<file path="config.mk">
export PLATFORM = sky130hd
export DESIGN_NAME = hps_fifo_engine
export DESIGN_NICKNAME = d
export VERILOG_FILES = /design/src/common/fifo_pkg.sv /design/src/common/cmd_pkg.sv /design/src/design/echo_forwarder.sv /design/src/design/hps_fifo_engine.sv /design/src/sequencer/command_sequencer.sv /design/src/sequencer/spike_fetcher.sv /design/src/sequencer/spike_store.sv
export SDC_FILE = /design/constraint.sdc
export NUM_CORES = 1
export LEC_CHECK = 0
export BUFFER_PORTS_ARGS = -buffer_cell sky130_fd_sc_hd__buf_4
export CORE_ASPECT_RATIO = 0.6
export CORE_MARGIN = 2
export CORE_UTILIZATION = 47
export DETAILED_ROUTE_END_ITERATION = 6
export PLACE_DENSITY = 0.76
export SYNTH_ARGS = -nofsm -noshare
export SYNTH_HDL_FRONTEND = slang
export SYNTH_SLANG_ARGS = --single-unit
</file>
<file path="constraint.sdc">
create_clock -name CLOCK_50 -period 3.14 [get_ports CLOCK_50]
set_clock_uncertainty 0.1 [all_clocks]
set_input_delay 0.314 -clock CLOCK_50 [delete_from_list [all_inputs] [get_ports CLOCK_50]]
set_output_delay 0.314 -clock CLOCK_50 [all_outputs]
set_load 0.1 [all_outputs]
</file>
<file path="src/common/fifo_pkg.sv">
`default_nettype none

// ==============================
// FIFO word and port types
// ==============================
package fifo_pkg;

	// Every FIFO in the design carries one 32-bit word
	localparam int WORD_W = 32;

	// One FIFO data word
	typedef logic [WORD_W-1:0] word_t;

	// Read side of a source FIFO, as seen by the fabric
	// Data is valid one cycle after the read strobe
	typedef struct packed {
		word_t data;
		logic  empty;
	} fifo_src_t;

	// Write side of a sink FIFO
	// One push per cycle with write high, never refused
	typedef struct packed {
		word_t data;
		logic  write;
	} fifo_sink_t;

	// Spike store layout
	// hi from spike FIFO 1, lo from spike FIFO 0
	typedef struct packed {
		word_t hi;
		word_t lo;
	} spike_pair_t;

endpackage

`default_nettype wire

</file>
<file path="src/common/cmd_pkg.sv">
`default_nettype none

// ==============================
// Command path codes and states
// ==============================
package cmd_pkg;

	// Command codes from the command FIFO
	localparam fifo_pkg::word_t CMD_EMIT  = 32'd1;
	localparam fifo_pkg::word_t CMD_FETCH = 32'd2;

	// Cycles from read strobe to valid source data
	localparam int READ_LATENCY = 1;

	// Command sequencer
	typedef enum logic [2:0] {
		SEQ_IDLE, SEQ_READ, SEQ_LOAD, SEQ_DECODE, SEQ_WAIT
	} seq_state_t;

	// Spike fetch sequence
	typedef enum logic [2:0] {
		FETCH_IDLE, FETCH_READ0, FETCH_READ1, FETCH_SETTLE, FETCH_DONE
	} fetch_state_t;

endpackage

`default_nettype wire

</file>
<file path="src/design/echo_forwarder.sv">
`timescale 1ns/1ps
`default_nettype none

module echo_forwarder (
	input  logic                 CLOCK_50,
	input  logic                 reset,
	input  fifo_pkg::fifo_src_t  echo_src,
	output logic                 echo_read,
	output fifo_pkg::fifo_sink_t echo_sink
);

	// Read state, one bit per stage
	logic read_q;
	logic capture_q;

	// Word waiting for the sink
	logic            write_pending;
	fifo_pkg::word_t hold_word;

	logic start_read;

	// New read only with nothing in flight
	assign start_read = !echo_src.empty && !read_q && !capture_q && !write_pending;

	// ==============================
	// Read, capture, write
	// ==============================
	always_ff @(posedge CLOCK_50)
	begin
		if (reset)
		begin
			read_q        <= 1'b0;
			capture_q     <= 1'b0;
			write_pending <= 1'b0;
		end
		else
		begin
			read_q        <= start_read;
			// Data valid the cycle after the strobe
			capture_q     <= read_q;
			write_pending <= capture_q;
		end
	end

	// Hold register
	always_ff @(posedge CLOCK_50)
	begin
		if (capture_q)
			hold_word <= echo_src.data;
	end

	assign echo_read       = read_q;
	assign echo_sink.data  = hold_word;
	assign echo_sink.write = write_pending;

	// Never pop an empty echo FIFO
	a_no_read_empty: assert property (@(posedge CLOCK_50) disable iff (reset)
		echo_read |-> !echo_src.empty);

endmodule

`default_nettype wire

</file>
<file path="src/design/hps_fifo_engine.sv">
`timescale 1ns/1ps
`default_nettype none

module hps_fifo_engine (
	input  logic                 CLOCK_50,
	input  logic                 reset,
	input  fifo_pkg::fifo_src_t  cmd_src,
	input  fifo_pkg::fifo_src_t  spike0_src,
	input  fifo_pkg::fifo_src_t  spike1_src,
	input  fifo_pkg::fifo_src_t  echo_src,
	output logic                 cmd_read,
	output logic                 spike0_read,
	output logic                 spike1_read,
	output logic                 echo_read,
	output fifo_pkg::fifo_sink_t result_sink,
	output fifo_pkg::fifo_sink_t echo_sink
);

	// Sequencer to fetcher handshake
	logic fetch_start;
	logic fetch_done;

	// Fetcher to store
	logic load_lo;
	logic load_hi;

	// ==============================
	// Command path
	// ==============================
	command_sequencer command_sequencer_i (
		.CLOCK_50     (CLOCK_50),
		.reset        (reset),
		.cmd_src      (cmd_src),
		.cmd_read     (cmd_read),
		.fetch_start  (fetch_start),
		.fetch_done   (fetch_done),
		.result_write (result_sink.write)
	);

	spike_fetcher spike_fetcher_i (
		.CLOCK_50    (CLOCK_50),
		.reset       (reset),
		.start       (fetch_start),
		.spike0_read (spike0_read),
		.spike1_read (spike1_read),
		.load_lo     (load_lo),
		.load_hi     (load_hi),
		.done        (fetch_done)
	);

	// Spike data bypasses the fetcher
	spike_store spike_store_i (
		.CLOCK_50    (CLOCK_50),
		.reset       (reset),
		.load_lo     (load_lo),
		.load_hi     (load_hi),
		.spike0_data (spike0_src.data),
		.spike1_data (spike1_src.data),
		.result_data (result_sink.data)
	);

	// ==============================
	// Echo path
	// ==============================
	echo_forwarder echo_forwarder_i (
		.CLOCK_50  (CLOCK_50),
		.reset     (reset),
		.echo_src  (echo_src),
		.echo_read (echo_read),
		.echo_sink (echo_sink)
	);

endmodule

`default_nettype wire

</file>
<file path="src/sequencer/command_sequencer.sv">
`timescale 1ns/1ps
`default_nettype none

module command_sequencer (
	input  logic                CLOCK_50,
	input  logic                reset,
	input  fifo_pkg::fifo_src_t cmd_src,
	output logic                cmd_read,
	output logic                fetch_start,
	input  logic                fetch_done,
	output logic                result_write
);

	cmd_pkg::seq_state_t state;
	cmd_pkg::seq_state_t state_next;

	// Last command word popped
	fifo_pkg::word_t cmd_buffer;

	logic load_cmd;
	logic emit_now;
	logic emit_pulse;

	// ==============================
	// State register
	// ==============================
	always_ff @(posedge CLOCK_50)
	begin
		if (reset)
			state <= cmd_pkg::SEQ_IDLE;
		else
			state <= state_next;
	end

	// ==============================
	// Next state and strobes
	// ==============================
	always_comb
	begin
		state_next  = state;
		cmd_read    = 1'b0;
		load_cmd    = 1'b0;
		fetch_start = 1'b0;
		emit_now    = 1'b0;
		case (state)
			// Poll the empty flag
			cmd_pkg::SEQ_IDLE:
				if (!cmd_src.empty)
					state_next = cmd_pkg::SEQ_READ;
			// Pop one word
			cmd_pkg::SEQ_READ:
			begin
				cmd_read   = 1'b1;
				state_next = cmd_pkg::SEQ_LOAD;
			end
			// Word shows up one cycle after the pop
			cmd_pkg::SEQ_LOAD:
			begin
				load_cmd   = 1'b1;
				state_next = cmd_pkg::SEQ_DECODE;
			end
			cmd_pkg::SEQ_DECODE:
			begin
				if (cmd_buffer == cmd_pkg::CMD_FETCH)
				begin
					fetch_start = 1'b1;
					state_next  = cmd_pkg::SEQ_WAIT;
				end
				else if (cmd_buffer == cmd_pkg::CMD_EMIT)
				begin
					emit_now   = 1'b1;
					state_next = cmd_pkg::SEQ_WAIT;
				end
				else
					// Unknown code, drop it
					state_next = cmd_pkg::SEQ_IDLE;
			end
			// Hold until the fetch or the emit is through
			cmd_pkg::SEQ_WAIT:
				if (fetch_done || emit_pulse)
					state_next = cmd_pkg::SEQ_IDLE;
			default:
				state_next = cmd_pkg::SEQ_IDLE;
		endcase
	end

	// Command buffer
	always_ff @(posedge CLOCK_50)
	begin
		if (load_cmd)
			cmd_buffer <= cmd_src.data;
	end

	// Emit delay, result write lands 4 cycles after the pop
	always_ff @(posedge CLOCK_50)
	begin
		if (reset)
		begin
			emit_pulse   <= 1'b0;
			result_write <= 1'b0;
		end
		else
		begin
			emit_pulse   <= emit_now;
			result_write <= emit_pulse;
		end
	end

	// Never pop an empty command FIFO
	a_no_read_empty: assert property (@(posedge CLOCK_50) disable iff (reset)
		cmd_read |-> !cmd_src.empty);

	// Fetch and emit never overlap
	a_fetch_emit_excl: assert property (@(posedge CLOCK_50) disable iff (reset)
		!(fetch_start && result_write));

endmodule

`default_nettype wire

</file>
<file path="src/sequencer/spike_fetcher.sv">
`timescale 1ns/1ps
`default_nettype none

module spike_fetcher (
	input  logic CLOCK_50,
	input  logic reset,
	input  logic start,
	output logic spike0_read,
	output logic spike1_read,
	output logic load_lo,
	output logic load_hi,
	output logic done
);

	cmd_pkg::fetch_state_t state;
	cmd_pkg::fetch_state_t state_next;

	// ==============================
	// State register
	// ==============================
	always_ff @(posedge CLOCK_50)
	begin
		if (reset)
			state <= cmd_pkg::FETCH_IDLE;
		else
			state <= state_next;
	end

	// Fixed walk through the two reads
	always_comb
	begin
		state_next = state;
		case (state)
			cmd_pkg::FETCH_IDLE:
				if (start)
					state_next = cmd_pkg::FETCH_READ0;
			cmd_pkg::FETCH_READ0:
				state_next = cmd_pkg::FETCH_READ1;
			cmd_pkg::FETCH_READ1:
				state_next = cmd_pkg::FETCH_SETTLE;
			// Last load strobe goes out here
			cmd_pkg::FETCH_SETTLE:
				state_next = cmd_pkg::FETCH_DONE;
			cmd_pkg::FETCH_DONE:
				state_next = cmd_pkg::FETCH_IDLE;
			default:
				state_next = cmd_pkg::FETCH_IDLE;
		endcase
	end

	// Read strobes and done decode straight from state
	assign spike0_read = (state == cmd_pkg::FETCH_READ0);
	assign spike1_read = (state == cmd_pkg::FETCH_READ1);
	assign done        = (state == cmd_pkg::FETCH_DONE);

	// ==============================
	// Load strobes, one cycle behind each read
	// ==============================
	always_ff @(posedge CLOCK_50)
	begin
		if (reset)
		begin
			load_lo <= 1'b0;
			load_hi <= 1'b0;
		end
		else
		begin
			load_lo <= spike0_read;
			load_hi <= spike1_read;
		end
	end

	// Sequencer must not restart a fetch in flight
	a_start_idle: assert property (@(posedge CLOCK_50) disable iff (reset)
		start |-> state == cmd_pkg::FETCH_IDLE);

endmodule

`default_nettype wire

</file>
<file path="src/sequencer/spike_store.sv">
`timescale 1ns/1ps
`default_nettype none

module spike_store (
	input  logic            CLOCK_50,
	input  logic            reset,
	input  logic            load_lo,
	input  logic            load_hi,
	input  fifo_pkg::word_t spike0_data,
	input  fifo_pkg::word_t spike1_data,
	output fifo_pkg::word_t result_data
);

	// 64-bit spike word
	fifo_pkg::spike_pair_t spikes;

	// ==============================
	// Store and sum
	// ==============================
	always_ff @(posedge CLOCK_50)
	begin
		if (reset)
		begin
			spikes      <= '0;
			result_data <= '0;
		end
		else
		begin
			// Each half on its own strobe
			if (load_lo)
				spikes.lo <= spike0_data;
			if (load_hi)
				spikes.hi <= spike1_data;
			// Sum wraps at 32 bits
			// settles well before the next emit can reach the sink
			result_data <= spikes.hi + spikes.lo;
		end
	end

endmodule

`default_nettype wire
</file>
==> results.yml <==
final_layout:
  final_cell_count_no_fill: 1151
  nFillCells: 1114
  n_antenna_cell: 0
  nets: 1101
  drive_above_1_share: 0.274
  area_growth_syn_to_layout_pct: 38.7
sta:
  rsz0062_at_grt: "false"
  slew_violations: 0
  timing.fmax_ghz: 0.350
  fin_crit_sh: 0.910
  tns_ns: 0
  setup_viol: 0
  finalCriticalPeriod_ns: 2.86
  max_slew_margin: 0.265
  hold_violations: 0
  tightestPinTransition_ns: 1.10
routing:
  num_vias: 6040
  drc_errors: 0
  wl_per_cell_microns: 17.0
  dr.first_iter.drc_count: 463
  routed_wl_mm: 19.6
  detail_route.first_pass.iterations: 5
  via_per_inst: 5.25
  ant_nets: 0
worst_setup_path:
  cpMaxStageDelayCell: "fa_1"
  reg2reg_slack_ns: 0.28
  start_kind: "flop"
  required_ns: 3.36
  crit_arrival_ns: 3.08
  crit_fanout: 4
  worstPathCellList: "ha_1 -> fa_1 -> a21oi_1 -> o21ai_0 -> a22oi_2 -> a211oi_2 -> a31oi_1 -> mux2_1"
  crit_path_end_kind: "flop"
  critical_path_class: "flop to flop"
  cpPeakStageDelay_ns: 0.42
floorplan:
  start_util: 0.484
  die-width_microns: 167
  coreArea_sq_um: 15500
  die_h_microns: 102
  pin_count: 204
  rows: 35
  die-area_sq_um: 17000
logic_synthesis:
  syn_nets: 846
  yosysTopAreaCell: "dfxtp_1"
  yosysWarnings: 0
  syn_inst: 680
  synth_top_area_share: 0.292
  ys_ff_latch: 173
  synthesis.area_sq_um: 7480
  synth_area_leaders: "dfxtp_1 (29%), edfxtp_1 (26%), mux2i_1 (8.6%)"
  synth_edf_count: 64
  synth_area_per_cell_sq_um: 11.0
  ys_async_sr_fraction: 0
  synth.distinct_cells: 68
  synth_ff_type: "dfxtp_1"
  ys_seq_area_frac: 0.548
  synth_commonest_cells: "dfxtp_1 (109), nor2_1 (109), edfxtp_1 (64), mux2i_1 (64), a21oi_1 (38)"
power:
  p_clk_frac: 0.432
  p_int_uw: 3620
  p_seq_frac: 0.491
  comb_power_share: 0.076
  p_sw_uw: 1230
  power_density_nw_per_um2: 466
  netSwitchingFraction: 0.253
  peakVddDrop_uv: 293
  p_leak_uw: 0.00427
grt:
  grt_pass1_wl_mm: 30.8
  top_usage_layer: "met2"
  grt_util_met3: 0.0719
  global_route.overflow_total: 0
  first_global_vias: 6079
  grt_use_met2: 0.362
  grt_max_degree: 50
  grtUsageMet1: 0.315
  antenna_found_initial: 0
  grt.total_usage: 0.231
clock_tree:
  cts_root_buf: "clkbuf_16"
  cts_tree: "built"
  cts.sinks: 173
  path_clk_slew_ns: 0.08
  cts_setup_buffers: 0
  htreeDepth: 4
  numCtsBuffers: 17
  clockBufferDepth: 2
  insertion_delay_ns: 0.44
placed_design:
  io_buffers: 201
  place_congestion: 0.882
  placed_cells: 1054
  dp_hpwl_mm: 13.3
min_path:
  hold_class: "input port to flop"
status:
  outcome: "finished clean"
job:
  drv_cap: 0
==> state kept, by name (all words and copies together), names as in the netlist <==
register,flops
command_sequencer_i.cmd_buffer,32
command_sequencer_i.result_write,1
echo_forwarder_i.capture_q,1
spike_store_i.result_data,32
echo_forwarder_i.hold_word,32
command_sequencer_i.state,3
echo_forwarder_i.echo_read,1
spike_fetcher_i.state,3
spike_store_i.spikes,64
spike_fetcher_i.load_lo,1
command_sequencer_i.emit_pulse,1
echo_forwarder_i.write_pending,1
spike_fetcher_i.load_hi,1
==> power by group through the flow <==
stage	Clock [uW]	Sequential, uW	Combinational, uW
3_5_place_dp	0	2430	300
5_1_grt	2220	2380	389
4_1_cts	2120	2380	365
6_report	2090	2380	369
2_1_floorplan	0	2510	51.9
3_3_place_gp	0	2430	298
==> cell usage in the layout (no fill, tap or decap), drive strengths merged, types with 5 or more instances in the layout <==
cell type	Yosys	routed
xor2	8	8
nand4	7	7
clkbuf	13	17
dlygate4sd3	0	65
mux2	7	7
ha	31	31
xnor2	9	9
edfxtp	64	64
mux2i	64	64
a21oi	39	39
nor3	20	20
a31oi	8	8
nand2	30	30
a21boi	5	5
a211oi	5	5
o211ai	7	7
nand3	7	7
a21o	14	14
inv	9	16
buf	21	205
dfxtp	109	109
nor2	109	109
clkinv	0	7
nor2b	12	12
o21ai	18	18
and2	7	7
nor4	11	11
==> layout make-up <==
class / count / area, sq um / area share
flip-flops and latches: 173 / 4110 / 0.396
multi-input cells: 464 / 3200 / 0.308
repair buffers: 270 / 2190 / 0.211
clock buffers: 17 / 425 / 0.0410
well taps: 203 / 254 / 0.0245
clock inverters: 15 / 171 / 0.0165
inverters: 9 / 33.8 / 0.00325
==> cell families (layout without fill, tap and decap cells) <==
kind of cell / count (synthesis) / after routing / share of synthesized area
and+or+nand+nor: 224 / 224 / 0.143
muxes: 71 / 71 / 0.0961
xor gates and xnor gates: 17 / 17 / 0.0199
buffers and inverters: 43 / 311 / 0.0254
DFF: 173 / 173 / 0.548
adders and majority gates: 32 / 32 / 0.0545
AOI/OAI and AO/OA: 120 / 120 / 0.113
==> per-stage QoR <==
step	util	setup slack (ns)	hold WS [ns]	total power, uW	area, sq um
detailed placement	0.591	0.435	0.370	2730	9140
finish	0.672	0.283	0.0151	4840	10400
global route	0.672	0.262	0.00770	4990	10400
floorplan	-	0.844	0.313	2560	7490
CTS	0.672	0.400	0.0132	4870	10400
global placement	0.591	0.445	0.367	2730	9140
==> worst max-delay path: cells and delay by family (launching register included) <==
kind / cells / cell delay (ns)
fa+ha+maj: 2 / 0.65
mux: 1 / 0.34
flops: 1 / 0.32
compound gates: 5 / 1.34
==> routing by layer <==
layer	vias to the layer above	part of all wire	wire, microns
met1	2819	0.48	9330
met4	0	0.010	197
li1	2972	-	-
met3	21	0.080	1570
met2	228	0.43	8500
met5	-	0	0
==> timing repair <==
item / 4_1_cts / 5_1_grt
hold buffers: 65 / 0
gates resized for setup: 0 / 0
endpoints found under the hold margin: 65 / 0
==> path summary, 6_finish.rpt <==
path / end / cells after the start / from
setup reg to reg: spike_store_i.result_data[30] / 8 / spike_store_i.spikes[0]
hold / removal: spike_store_i.spikes[63] / 3 / spike1_src[32]
setup / recovery: spike_store_i.result_data[30] / 8 / spike_store_i.spikes[0]
hold reg to reg: echo_forwarder_i.capture_q / 1 / echo_forwarder_i.echo_read
Note: power is estimated with default switching activity, not from simulation.
